--- src/hdl/fifo_cfg_pkg.sv ---
package fifo_cfg_pkg;

   // --------------------------------------------------
   // geometry of the word store
   // --------------------------------------------------
   localparam int DATA_W = 16;      // bits per stored word
   localparam int ADDR_W = 4;       // bits per storage address
   localparam int DEPTH  = 16;      // entries, equal to 2**ADDR_W here

   // --------------------------------------------------
   // vector types with a meaning
   // --------------------------------------------------

   // one word as written and read
   typedef logic [DATA_W-1:0] data_t;

   // index into the store, wraps at DEPTH
   typedef logic [ADDR_W-1:0] addr_t;

   // occupancy 0..DEPTH, needs one bit more than an address
   typedef logic [ADDR_W:0] level_t;

endpackage

--- src/hdl/fifo_bus_pkg.sv ---
package fifo_bus_pkg;

   // --------------------------------------------------
   // raw requests as seen at the top-level ports
   // --------------------------------------------------
   typedef struct packed {
      logic                we;      // write request
      logic                re;      // read request
      fifo_cfg_pkg::data_t wdata;   // word offered with a write
   } fifo_req_t;

   // --------------------------------------------------
   // outcome of one cycle after qualification
   // --------------------------------------------------

   // accept bits move data and pointers
   // refuse bits only raise overflow or underflow
   typedef struct packed {
      logic wr_ok;      // write accepted, not full
      logic rd_ok;      // read accepted, not empty
      logic wr_ref;     // write refused while full
      logic rd_ref;     // read refused while empty
   } fifo_acc_t;

endpackage

--- src/hdl/fifo_addr_gen.sv ---
`timescale 1ns/1ps

module fifo_addr_gen (
   input  logic                    pos_clk,
   input  logic                    aresetn,
   input  fifo_bus_pkg::fifo_acc_t acc_i,
   output fifo_cfg_pkg::addr_t     waddr_o,
   output fifo_cfg_pkg::addr_t     raddr_o
);

   // last valid slot before wrapping back to 0
   localparam fifo_cfg_pkg::addr_t LAST = fifo_cfg_pkg::addr_t'(fifo_cfg_pkg::DEPTH - 1);

   fifo_cfg_pkg::addr_t wptr_r;
   fifo_cfg_pkg::addr_t rptr_r;

   // --------------------------------------------------
   // pointers
   // --------------------------------------------------
   always_ff @(posedge pos_clk or negedge aresetn) begin
      if (!aresetn) begin
         wptr_r <= '0;
         rptr_r <= '0;
      end else begin
         if (acc_i.wr_ok) begin
            wptr_r <= (wptr_r == LAST) ? '0 : wptr_r + 1'b1;   // wrap at depth
         end
         if (acc_i.rd_ok) begin
            rptr_r <= (rptr_r == LAST) ? '0 : rptr_r + 1'b1;
         end
      end
   end

   // ram samples these at the accepting edge
   assign waddr_o = wptr_r;
   assign raddr_o = rptr_r;

endmodule

--- src/hdl/fifo_occupancy.sv ---
`timescale 1ns/1ps

module fifo_occupancy (
   input  logic                    pos_clk,
   input  logic                    aresetn,
   input  fifo_bus_pkg::fifo_req_t req_i,
   output fifo_bus_pkg::fifo_acc_t acc_o,
   output fifo_cfg_pkg::level_t    level_o,
   output logic                    full_o,
   output logic                    empty_o
);

   localparam fifo_cfg_pkg::level_t LVL_FULL = fifo_cfg_pkg::level_t'(fifo_cfg_pkg::DEPTH);
   localparam fifo_cfg_pkg::level_t LVL_ONE  = fifo_cfg_pkg::level_t'(1);

   fifo_cfg_pkg::level_t level_r;      // current occupancy
   fifo_cfg_pkg::level_t level_nxt;    // occupancy after this edge
   logic                 full_r;
   logic                 empty_r;
   logic                 wr_ok;
   logic                 rd_ok;

   // --------------------------------------------------
   // request qualification
   // --------------------------------------------------

   // judged against the registered flags, not the next level
   assign wr_ok = req_i.we & ~full_r;
   assign rd_ok = req_i.re & ~empty_r;

   always_comb begin
      acc_o.wr_ok  = wr_ok;
      acc_o.rd_ok  = rd_ok;
      acc_o.wr_ref = req_i.we & full_r;    // dropped, overflow
      acc_o.rd_ref = req_i.re & empty_r;   // nothing to give, underflow
   end

   // --------------------------------------------------
   // level counter
   // --------------------------------------------------
   always_comb begin
      level_nxt = level_r;
      case ({wr_ok, rd_ok})
         2'b10:   level_nxt = level_r + LVL_ONE;   // write only
         2'b01:   level_nxt = level_r - LVL_ONE;   // read only
         default: level_nxt = level_r;             // idle or both, no change
      endcase
   end

   always_ff @(posedge pos_clk or negedge aresetn) begin
      if (!aresetn) begin
         level_r <= '0;
         full_r  <= 1'b0;
         empty_r <= 1'b1;     // starts empty
      end else begin
         level_r <= level_nxt;
         full_r  <= (level_nxt == LVL_FULL);
         empty_r <= (level_nxt == '0);
      end
   end

   // all outputs straight from flops
   assign level_o = level_r;
   assign full_o  = full_r;
   assign empty_o = empty_r;

endmodule

--- src/hdl/fifo_ram.sv ---
`timescale 1ns/1ps

module fifo_ram (
   input  logic                    pos_clk,
   input  fifo_bus_pkg::fifo_acc_t acc_i,
   input  fifo_cfg_pkg::addr_t     waddr_i,
   input  fifo_cfg_pkg::addr_t     raddr_i,
   input  fifo_cfg_pkg::data_t     wdata_i,
   output fifo_cfg_pkg::data_t     rdata_o
);

   fifo_cfg_pkg::data_t mem [fifo_cfg_pkg::DEPTH];    // word store
   fifo_cfg_pkg::data_t rdata_r;

   // --------------------------------------------------
   // write port
   // --------------------------------------------------
   always_ff @(posedge pos_clk) begin
      if (acc_i.wr_ok) begin
         mem[waddr_i] <= wdata_i;
      end
   end

   // --------------------------------------------------
   // registered read port
   // --------------------------------------------------

   // pointers only meet when empty or full
   // so an accepted read never hits the slot being written
   always_ff @(posedge pos_clk) begin
      if (acc_i.rd_ok) begin
         rdata_r <= mem[raddr_i];    // else hold last word
      end
   end

   assign rdata_o = rdata_r;

endmodule

--- src/hdl/fifo_status_flags.sv ---
`timescale 1ns/1ps

module fifo_status_flags #(
   parameter fifo_cfg_pkg::level_t AFULL_VAL  = 12,    // afull at or above
   parameter fifo_cfg_pkg::level_t AEMPTY_VAL = 3      // aempty at or below
) (
   input  logic                    pos_clk,
   input  logic                    aresetn,
   input  fifo_bus_pkg::fifo_acc_t acc_i,
   input  fifo_cfg_pkg::level_t    level_i,
   output logic                    afull_o,
   output logic                    aempty_o,
   output logic                    wack_o,
   output logic                    dvld_o,
   output logic                    overflow_o,
   output logic                    underflow_o
);

   fifo_cfg_pkg::level_t level_nxt;    // level as it will be after this edge

   logic afull_r;
   logic aempty_r;
   logic wack_r;
   logic dvld_r;
   logic ovf_r;
   logic unf_r;

   // --------------------------------------------------
   // next occupancy
   // --------------------------------------------------

   // mirrors the counter so thresholds line up with level_o
   // both accepted gives +1 -1, level unchanged
   assign level_nxt = level_i
                    + fifo_cfg_pkg::level_t'(acc_i.wr_ok)
                    - fifo_cfg_pkg::level_t'(acc_i.rd_ok);

   // --------------------------------------------------
   // registered flags
   // --------------------------------------------------
   always_ff @(posedge pos_clk or negedge aresetn) begin
      if (!aresetn) begin
         afull_r  <= 1'b0;
         aempty_r <= 1'b1;    // level 0 is below any threshold
         wack_r   <= 1'b0;
         dvld_r   <= 1'b0;
         ovf_r    <= 1'b0;
         unf_r    <= 1'b0;
      end else begin
         afull_r  <= (level_nxt >= AFULL_VAL);
         aempty_r <= (level_nxt <= AEMPTY_VAL);
         // single-cycle pulses, one per sampled request
         wack_r   <= acc_i.wr_ok;
         dvld_r   <= acc_i.rd_ok;     // same edge as rdata register
         ovf_r    <= acc_i.wr_ref;
         unf_r    <= acc_i.rd_ref;
      end
   end

   assign afull_o     = afull_r;
   assign aempty_o    = aempty_r;
   assign wack_o      = wack_r;
   assign dvld_o      = dvld_r;
   assign overflow_o  = ovf_r;
   assign underflow_o = unf_r;

endmodule

--- src/hdl/sync_fifo_top.sv ---
`timescale 1ns/1ps

module sync_fifo_top #(
   parameter fifo_cfg_pkg::level_t AFULL_VAL  = 12,
   parameter fifo_cfg_pkg::level_t AEMPTY_VAL = 3
) (
   input  logic                 pos_clk,
   input  logic                 aresetn,
   input  logic                 we_i,        // write request
   input  logic                 re_i,        // read request
   input  fifo_cfg_pkg::data_t  wdata_i,
   output fifo_cfg_pkg::data_t  rdata_o,     // valid with dvld_o
   output fifo_cfg_pkg::level_t level_o,
   output logic                 full_o,
   output logic                 empty_o,
   output logic                 afull_o,
   output logic                 aempty_o,
   output logic                 wack_o,
   output logic                 dvld_o,
   output logic                 overflow_o,
   output logic                 underflow_o
);

   fifo_bus_pkg::fifo_req_t req;
   fifo_bus_pkg::fifo_acc_t acc;       // fans out to flags, pointers, ram
   fifo_cfg_pkg::level_t    level;
   fifo_cfg_pkg::addr_t     waddr;
   fifo_cfg_pkg::addr_t     raddr;

   // bundle the port requests
   assign req.we    = we_i;
   assign req.re    = re_i;
   assign req.wdata = wdata_i;

   // --------------------------------------------------
   // control
   // --------------------------------------------------
   fifo_occupancy i_occ (
      .pos_clk (pos_clk),
      .aresetn (aresetn),
      .req_i   (req),
      .acc_o   (acc),
      .level_o (level),
      .full_o  (full_o),
      .empty_o (empty_o)
   );

   fifo_status_flags #(
      .AFULL_VAL  (AFULL_VAL),
      .AEMPTY_VAL (AEMPTY_VAL)
   ) i_flags (
      .pos_clk     (pos_clk),
      .aresetn     (aresetn),
      .acc_i       (acc),
      .level_i     (level),
      .afull_o     (afull_o),
      .aempty_o    (aempty_o),
      .wack_o      (wack_o),
      .dvld_o      (dvld_o),
      .overflow_o  (overflow_o),
      .underflow_o (underflow_o)
   );

   assign level_o = level;

   // --------------------------------------------------
   // datapath
   // --------------------------------------------------
   fifo_addr_gen i_addr (
      .pos_clk (pos_clk),
      .aresetn (aresetn),
      .acc_i   (acc),
      .waddr_o (waddr),
      .raddr_o (raddr)
   );

   fifo_ram i_ram (
      .pos_clk (pos_clk),
      .acc_i   (acc),
      .waddr_i (waddr),
      .raddr_i (raddr),
      .wdata_i (req.wdata),   // word bypasses the counter
      .rdata_o (rdata_o)
   );

endmodule

--- config.mk ---
export PLATFORM = sky130hd
export DESIGN_NAME = sync_fifo_top
export DESIGN_NICKNAME = d
export VERILOG_FILES = /design/src/hdl/fifo_cfg_pkg.sv /design/src/hdl/fifo_bus_pkg.sv /design/src/hdl/fifo_addr_gen.sv /design/src/hdl/fifo_occupancy.sv /design/src/hdl/fifo_ram.sv /design/src/hdl/fifo_status_flags.sv /design/src/hdl/sync_fifo_top.sv
export SDC_FILE = /design/constraint.sdc
export NUM_CORES = 1
export LEC_CHECK = 0
export ABC_AREA = 0
export BUFFER_PORTS_ARGS = -buffer_cell sky130_fd_sc_hd__buf_2
export CORE_ASPECT_RATIO = 1.5
export CORE_MARGIN = 2
export CORE_UTILIZATION = 50
export DETAILED_ROUTE_END_ITERATION = 16
export MAX_ROUTING_LAYER = met4
export PLACE_DENSITY_LB_ADDON = 0.25
export SLEW_MARGIN = 20
export SYNTH_ARGS = -nofsm -noshare
export SYNTH_HDL_FRONTEND = slang
export SYNTH_SLANG_ARGS = --single-unit
--- constraint.sdc ---
create_clock -name pos_clk -period 2.38 [get_ports pos_clk]
set_clock_uncertainty 0.15 [all_clocks]
set_input_delay 0.476 -clock pos_clk [delete_from_list [all_inputs] [get_ports pos_clk]]
set_output_delay 0.476 -clock pos_clk [all_outputs]
set_load 0.1 [all_outputs]
==> results.sh, run 1 <==
export IMPL_status="finished with violations"
export IMPL_failed_checks="negative setup slack"
export IMPL_insertion_delay_ns=0.53
export IMPL_die_w_um=127.6
export IMPL_r2r_slack_ns=-0.02
export IMPL_ys_async_sr_fraction_pct=7.167
export IMPL_reg2reg_from="i_occ.empty_o"
export IMPL_htree_levels=1
export IMPL_cts_sinks=293
export IMPL_path_max_fanout=3
export IMPL_hold_path_class="in -> reg"
export IMPL_endpoint="i_flags.afull_o"
export IMPL_port_buffers=48
export IMPL_synth_flop_cell="edfxtp_1"
export IMPL_path_clk_slew_ns=0.06
export IMPL_globalplace_congestion=0.8150
export IMPL_critical_path_slowest_cell="dfstp_4"
export IMPL_antenna_found_initial=0
export IMPL_drt_wl_total_um=22730
export IMPL_dp_hpwl_um=13300
export IMPL_clockPowerShare_pct=25.8
export IMPL_fin_util_pct=60.34
export IMPL_slew_headroom_pct=52.76
export IMPL_netlist_area_um2=11460
export IMPL_rsz0062_at_grt="yes"
export IMPL_start_util_pct=51.00
export IMPL_drt_pass1_iter_count=4
export IMPL_worstPathRequired_ns=2.65
export IMPL_core_um2=22470
export IMPL_die_area_um2=24170
export IMPL_cts_tree="built"
export IMPL_synth_top_area_cell="edfxtp_1"
export IMPL_internal_power_mw=11.67
export IMPL_final_seq_area_um2=8710
export IMPL_end_kind="flop"
export IMPL_track_usage_pct=20.03
export IMPL_synthesis_nets=576
export IMPL_clockBufferDepth=3
export IMPL_power_share_sequential_pct=38.3
export IMPL_drc=0
export IMPL_cts_made_buffers=26
export IMPL_ys_types=44
export IMPL_min_period_ns=2.400
export IMPL_grt_pass1_wl_um=34850
export IMPL_critPathArrivalTime_ns=2.67
export IMPL_netlist_instances=542
export IMPL_routedWlPerCell_um=24.31
export IMPL_clockRootBuffer="clkbuf_16"
export IMPL_viasPerCell=5.888
export IMPL_drt_initial_drc_count=564
export IMPL_ys_seq_area_share_pct=75.89
export IMPL_p_leak_nw=4.646
export IMPL_fin_crit_sh_pct=100.8
export IMPL_die_h_um=189.4
export IMPL_crit_path_start="i_occ.empty_o"
export IMPL_ys_warn_count=0
export IMPL_r2r_end="i_flags.afull_o"
export IMPL_grt_max_degree=41
export IMPL_setup_viol=2
export IMPL_ys_ff_latch=293
export IMPL_p_per_area_nw_per_um2=1313
export IMPL_fin_nets=673
export IMPL_n_antenna_cell=0
export IMPL_drive_above_1_share_pct=33.69
export IMPL_rr_worst_depth=11
export IMPL_cp_cell_sequence="nand2b_4 -> buf_6 -> inv_8 -> nand2b_4 -> nand2_4 -> ha_4 -> fa_2 -> a21o_1 -> a21oi_2 -> xnor2_2 -> a21o_1"
export IMPL_area_growth_pct=18.30
export IMPL_ir_drop_uv=1360
export IMPL_syn_avg_cell_area_um2=21.14
export IMPL_crit_type="reg -> reg"
export IMPL_hold_viol=0
export IMPL_cp_start_kind="flop"
export IMPL_maxCapViolCount=0
export IMPL_finalMaxSlewViolations=0
export IMPL_whs_ns=0.07253
export IMPL_grt_overflow=0
export IMPL_synth_top_area_share_pct=71.28
export IMPL_ys_top_cells_by_area="edfxtp_1 71%, mux4_2 11%, dfrtp_1 4.1%"
export IMPL_synthTopCellsByCount="272 x edfxtp_1, 55 x mux4_2, 32 x a22oi_1, 27 x nand2_1, 19 x dfrtp_1"
export IMPL_multi_input_area_um2=2690
export IMPL_dp_slack_ns=-0.07576
export IMPL_synth_edff_count=272
export IMPL_grt_pass1_vias=5893
export IMPL_nFillCells=1575
export IMPL_antenna_left=0
export IMPL_synth_most_common_cell="edfxtp_1"
export IMPL_p_switching_mw=6.133
export IMPL_power_frac_comb_pct=35.9
export IMPL_fin_ws_ns=-0.02007
export IMPL_worst_pin_slew_ns=0.7078
export IMPL_fmax_mhz=416.7
export IMPL_row_count=67
export IMPL_vias=5505
export IMPL_slowest_delay_ns=0.61
export IMPL_switching_share_pct=34.45
export IMPL_num_io_pins=49
==> repair_timing <==
action	4_1_cts	5_1_grt
hold buffers	1	0
pin swaps	6	8
resized for setup	3	8
setup endpoints to repair	3	5
setup buffers	4	2
hold endpoints to repair	19	0
==> metal layers <==
metal | vias to the layer above | global-route usage (%) | share of wire [%]
li1 | 2429 | - | -
met1 | 2898 | 23.76 | 37
met2 | 151 | 36.82 | 57
met3 | 27 | 2.204 | 5.1
met4 | 0 | 4.396 | 1.7
met5 | - | - | 0
==> state kept, by name, indices dropped and copies added, names as in the netlist <==
signal,count
i_ram.mem,256
i_ram.rdata_o,16
i_occ.level_o,5
i_addr.raddr_o,4
i_addr.waddr_o,4
i_flags.aempty_o,1
i_flags.afull_o,1
i_flags.dvld_o,1
i_flags.overflow_o,1
i_flags.underflow_o,1
i_flags.wack_o,1
i_occ.empty_o,1
i_occ.full_o,1
==> power groups by stage <==
stage,clock [mW],sequential [mW],combinational [mW]
after floorplan,0,8.43,3.24
after global placement,0,6.87,6.19
after detailed placement,0,6.92,6.31
after CTS,4.66,6.82,6.38
after global routing,4.86,6.88,6.81
final,4.60,6.81,6.39
==> how the worst min path moves through the flow <==
stage               cells after the start     from                 end  slack (ns)
finish                                  2     we_i  i_flags.overflow_o        0.07
floorplan                               0  aresetn   i_addr.raddr_o[0]        0.03
global placement                        1  aresetn     i_flags.afull_o        0.32
CTS                                     2     we_i  i_flags.overflow_o        0.06
detailed placement                      1  aresetn     i_flags.afull_o        0.32
global route                            2     we_i  i_flags.overflow_o        0.08
==> critical path, delay by kind of cell (launching register included) <==
family                     cells  cell delay, ns
and+or+nand+nor                3            0.28
buffers and inverters          2            0.16
xor gates and xnor gates       1            0.08
DFF                            1            0.61
AOI/OAI and AO/OA              3            0.50
adders and majority gates      2            0.52
==> stage by stage <==
stage / instances / instance area, um^2 / setup TNS (ns) / power, mW
3_3_place_gp: 880 / 12490 / 0 / 13.06
6_report: 935 / 13560 / -0.02018 / 17.80
5_1_grt: 935 / 13560 / -0.2694 / 18.56
3_5_place_dp: 880 / 12490 / -0.2073 / 13.23
4_1_cts: 933 / 13500 / -0.03996 / 17.86
2_1_floorplan: 542 / 11540 / -1.355 / 11.67
==> layout make-up <==
type	instances	area share (%)
inverter	7	0.2677
sequential	293	64.25
multi-input combinational	218	19.84
clock buffer	31	5.095
timing repair buffer	93	6.064
clock inverter	17	1.929
tap	276	2.548
==> placed cells by master, fill, tap and decap left out, types with 2 or more instances in the layout <==
| cell | count |
|---|---|
| dfrtp_4 | 2 |
| and3_1 | 3 |
| a211oi_2 | 3 |
| mux4_2 | 55 |
| nor3_1 | 2 |
| inv_1 | 5 |
| ha_1 | 11 |
| nand2_1 | 25 |
| o21ai_0 | 5 |
| bufinv_16 | 7 |
| clkinv_1 | 3 |
| nor3_2 | 2 |
| dfrtp_1 | 15 |
| buf_2 | 48 |
| clkbuf_1 | 4 |
| clkbuf_16 | 27 |
| nand3_1 | 4 |
| xnor2_1 | 5 |
| edfxtp_1 | 272 |
| nor2_2 | 2 |
| clkinvlp_4 | 2 |
| a21o_1 | 6 |
| and2_1 | 17 |
| nor2_1 | 2 |
| a21oi_1 | 5 |
| a22oi_1 | 32 |
| nor3b_1 | 3 |
| xor2_1 | 2 |
| mux4_1 | 9 |
| clkinv_2 | 5 |
| buf_4 | 24 |
| dfrtp_2 | 2 |
| nand2b_4 | 3 |
| buf_12 | 19 |
| fa_2 | 2 |
| nor2b_1 | 2 |
==> logic make-up (layout without fill, tap and decap cells) <==
family                     after synthesis  after routing  synth area share [%]
DFF                                    293            293                 75.89
and+or+nand+nor                         73             73                 3.385
muxes                                   66             66                 13.06
AOI/OAI and AO/OA                       56             56                 3.538
buffers and inverters                   31            148                 1.616
adders and majority gates               14             14                 1.660
xor gates and xnor gates                 9              9                0.8518
Note: power is estimated with default switching activity, not from simulation.
==> run 2, diff against run 1 <==
Settings changed: PLACE_DENSITY set to 0.69, PLACE_DENSITY_LB_ADDON 0.25 to not set.
==> run 2 against run 1 <==
The flow still finishes with violations (negative setup slack). Die area did not move. Clock-buffer cell count rose by 6. Non-clock buffer count fell by 7. Via count rose by 1.6%. Fmax rose by 0.15%. Combinational power barely moved. Critical path depth fell by 3. Sequential power rose by 0.7%. First-iteration DRC count fell by 4.1%. Global-route usage rose by 0.32 points. Critical endpoint is now i_occ.level_o[4]. Largest cell class unchanged. Highest routed layer unchanged.
==> results.sh, run 2 (synthesis gave the netlist of run 1 again) <==
export IMPL_vias=5592
export IMPL_final_common_cell="edfxtp_1"
export IMPL_antenna_left=0
export IMPL_path_clk_slew_ns=0.07
export IMPL_dp_hpwl_um=13280
export IMPL_largest_reg_flops=256
export IMPL_globalplace_congestion=0.7878
export IMPL_hold_end="i_flags.underflow_o"
export IMPL_core_um2=22470
export IMPL_crit_type="reg -> reg"
export IMPL_finalInstanceArea_um2=13370
export IMPL_antenna_found_initial=0
export IMPL_grt_pass1_vias=5986
export IMPL_internal_power_mw=11.07
export IMPL_power_frac_comb_pct=37.0
export IMPL_maxCapViolCount=0
export IMPL_status="finished with violations"
export IMPL_finalMaxSlewViolations=0
export IMPL_clockBufferDepth=3
export IMPL_switching_share_pct=35.93
export IMPL_clockRootBuffer="clkbuf_16"
export IMPL_drt_wl_total_um=23350
export IMPL_top_register="i_ram.mem"
export IMPL_area_growth_pct=16.67
export IMPL_critPathArrivalTime_ns=2.67
export IMPL_drive_above_1_share_pct=32.67
export IMPL_ir_drop_uv=1532
export IMPL_hold_path_class="in -> reg"
export IMPL_place_area_um2=12440
export IMPL_worst_pin_slew_ns=0.9175
export IMPL_routedWlPerCell_um=25.24
export IMPL_clockPowerShare_pct=23.2
export IMPL_rsz0062_at_grt="yes"
export IMPL_layout_common_cells="272 x edfxtp_1, 55 x mux4_2, 48 x buf_2"
export IMPL_p_per_area_nw_per_um2=1292
export IMPL_reg2reg_from="i_occ.empty_o"
export IMPL_cts_sinks=293
export IMPL_power_share_sequential_pct=39.7
export IMPL_htree_levels=1
export IMPL_multi_input_area_um2=2708
export IMPL_drt_initial_drc_count=541
export IMPL_r2r_end="i_occ.level_o[4]"
export IMPL_num_io_pins=49
export IMPL_fin_nets=666
export IMPL_n_antenna_cell=0
export IMPL_track_usage_pct=20.35
export IMPL_min_from="re_i"
export IMPL_end_kind="flop"
export IMPL_cts_tree="built"
export IMPL_rr_worst_depth=8
export IMPL_grt_max_degree=43
export IMPL_start_util_pct=51.00
export IMPL_whs_path_depth=2
export IMPL_slew_headroom_pct=38.61
export IMPL_die_area_um2=24170
export IMPL_fmax_mhz=417.3
export IMPL_min_period_ns=2.396
export IMPL_nFillCells=1578
export IMPL_cp_start_kind="flop"
export IMPL_die_h_um=189.4
export IMPL_setup_viol=3
export IMPL_r2r_slack_ns=-0.02
export IMPL_die_w_um=127.6
export IMPL_final_seq_area_um2=8710
export IMPL_row_count=67
export IMPL_viasPerCell=6.045
export IMPL_grt_overflow=0
export IMPL_fin_crit_sh_pct=100.7
export IMPL_failed_checks="negative setup slack"
export IMPL_p_switching_mw=6.208
export IMPL_worstPathRequired_ns=2.66
export IMPL_p_leak_nw=4.539
export IMPL_hold_viol=0
export IMPL_fin_ws_ns=-0.01637
export IMPL_port_buffers=48
export IMPL_drc=0
export IMPL_insertion_delay_ns=0.53
export IMPL_path_max_fanout=4
export IMPL_cts_made_buffers=26
export IMPL_drt_pass1_iter_count=4
export IMPL_whs_ns=0.06001
export IMPL_grt_pass1_wl_um=35370
-- run 2: worst max-delay path by stage --
stage	start	endpoint	cells after the start
after global placement	i_occ.empty_o	i_occ.empty_o	7
after global routing	i_occ.empty_o	i_occ.full_o	9
after CTS	i_occ.empty_o	i_occ.full_o	7
final	i_occ.empty_o	i_occ.level_o[4]	8
after floorplan	i_occ.full_o	i_occ.full_o	10
after detailed placement	i_occ.empty_o	i_occ.empty_o	7
-- run 2: cell type report --
cell class | instances | share of cell area, %
multi-input combinational | 218 | 20.25
sequential | 293 | 65.15
clock buffer | 37 | 5.475
timing repair buffer | 86 | 5.634
tap | 276 | 2.583
clock inverter | 8 | 0.6364
inverter | 7 | 0.2714
-- run 2: power by group through the flow --
stage / combinational [mW] / clock [mW] / sequential, mW
final: 6.40 / 4.02 / 6.86
after global placement: 6.08 / 0 / 6.92
after CTS: 6.33 / 4.08 / 6.87
after detailed placement: 6.22 / 0 / 6.96
after global routing: 6.79 / 4.28 / 6.94
after floorplan: 3.24 / 0 / 8.43
-- run 2: per-layer routing --
metal / part of all wire, % / vias up / GRT usage, %
li1: - / 2409 / -
met2: 54 / 154 / 34.97
met3: 4.7 / 54 / 2.939
met4: 2.8 / 0 / 5.833
met5: 0 / - / -
met1: 39 / 2975 / 25.38
-- run 2: timing repair --
item	CTS	global route
resized for setup	5	8
endpoints found under the hold margin	19	0
hold buffers	1	0
buffers inserted	4	0
endpoints found under the setup margin	5	5
pin swaps	10	5
-- run 2: through the flow --
stage / utilization [%] / cells / total power, mW / setup WS (ns) / setup TNS (ns)
2_1_floorplan: - / 542 / 11.67 / -0.3007 / -1.355
3_3_place_gp: 55.38 / 875 / 13.00 / 0.02000 / 0
3_5_place_dp: 55.38 / 875 / 13.19 / -0.05716 / -0.1768
4_1_cts: 59.34 / 925 / 17.27 / -0.05958 / -0.1571
5_1_grt: 59.51 / 925 / 18.00 / -0.08477 / -0.3058
6_report: 59.51 / 925 / 17.28 / -0.01637 / -0.03494
-- run 2: critical path, stage by stage (launching register included) --
cell and delay [ns]:
dfstp_4 0.62, nand2b_4 0.18, nor2_4 0.08, fa_2 0.35, buf_4 0.16, nand3_1 0.10, a211oi_2 0.09, or3_4 0.40
and2_4 0.17
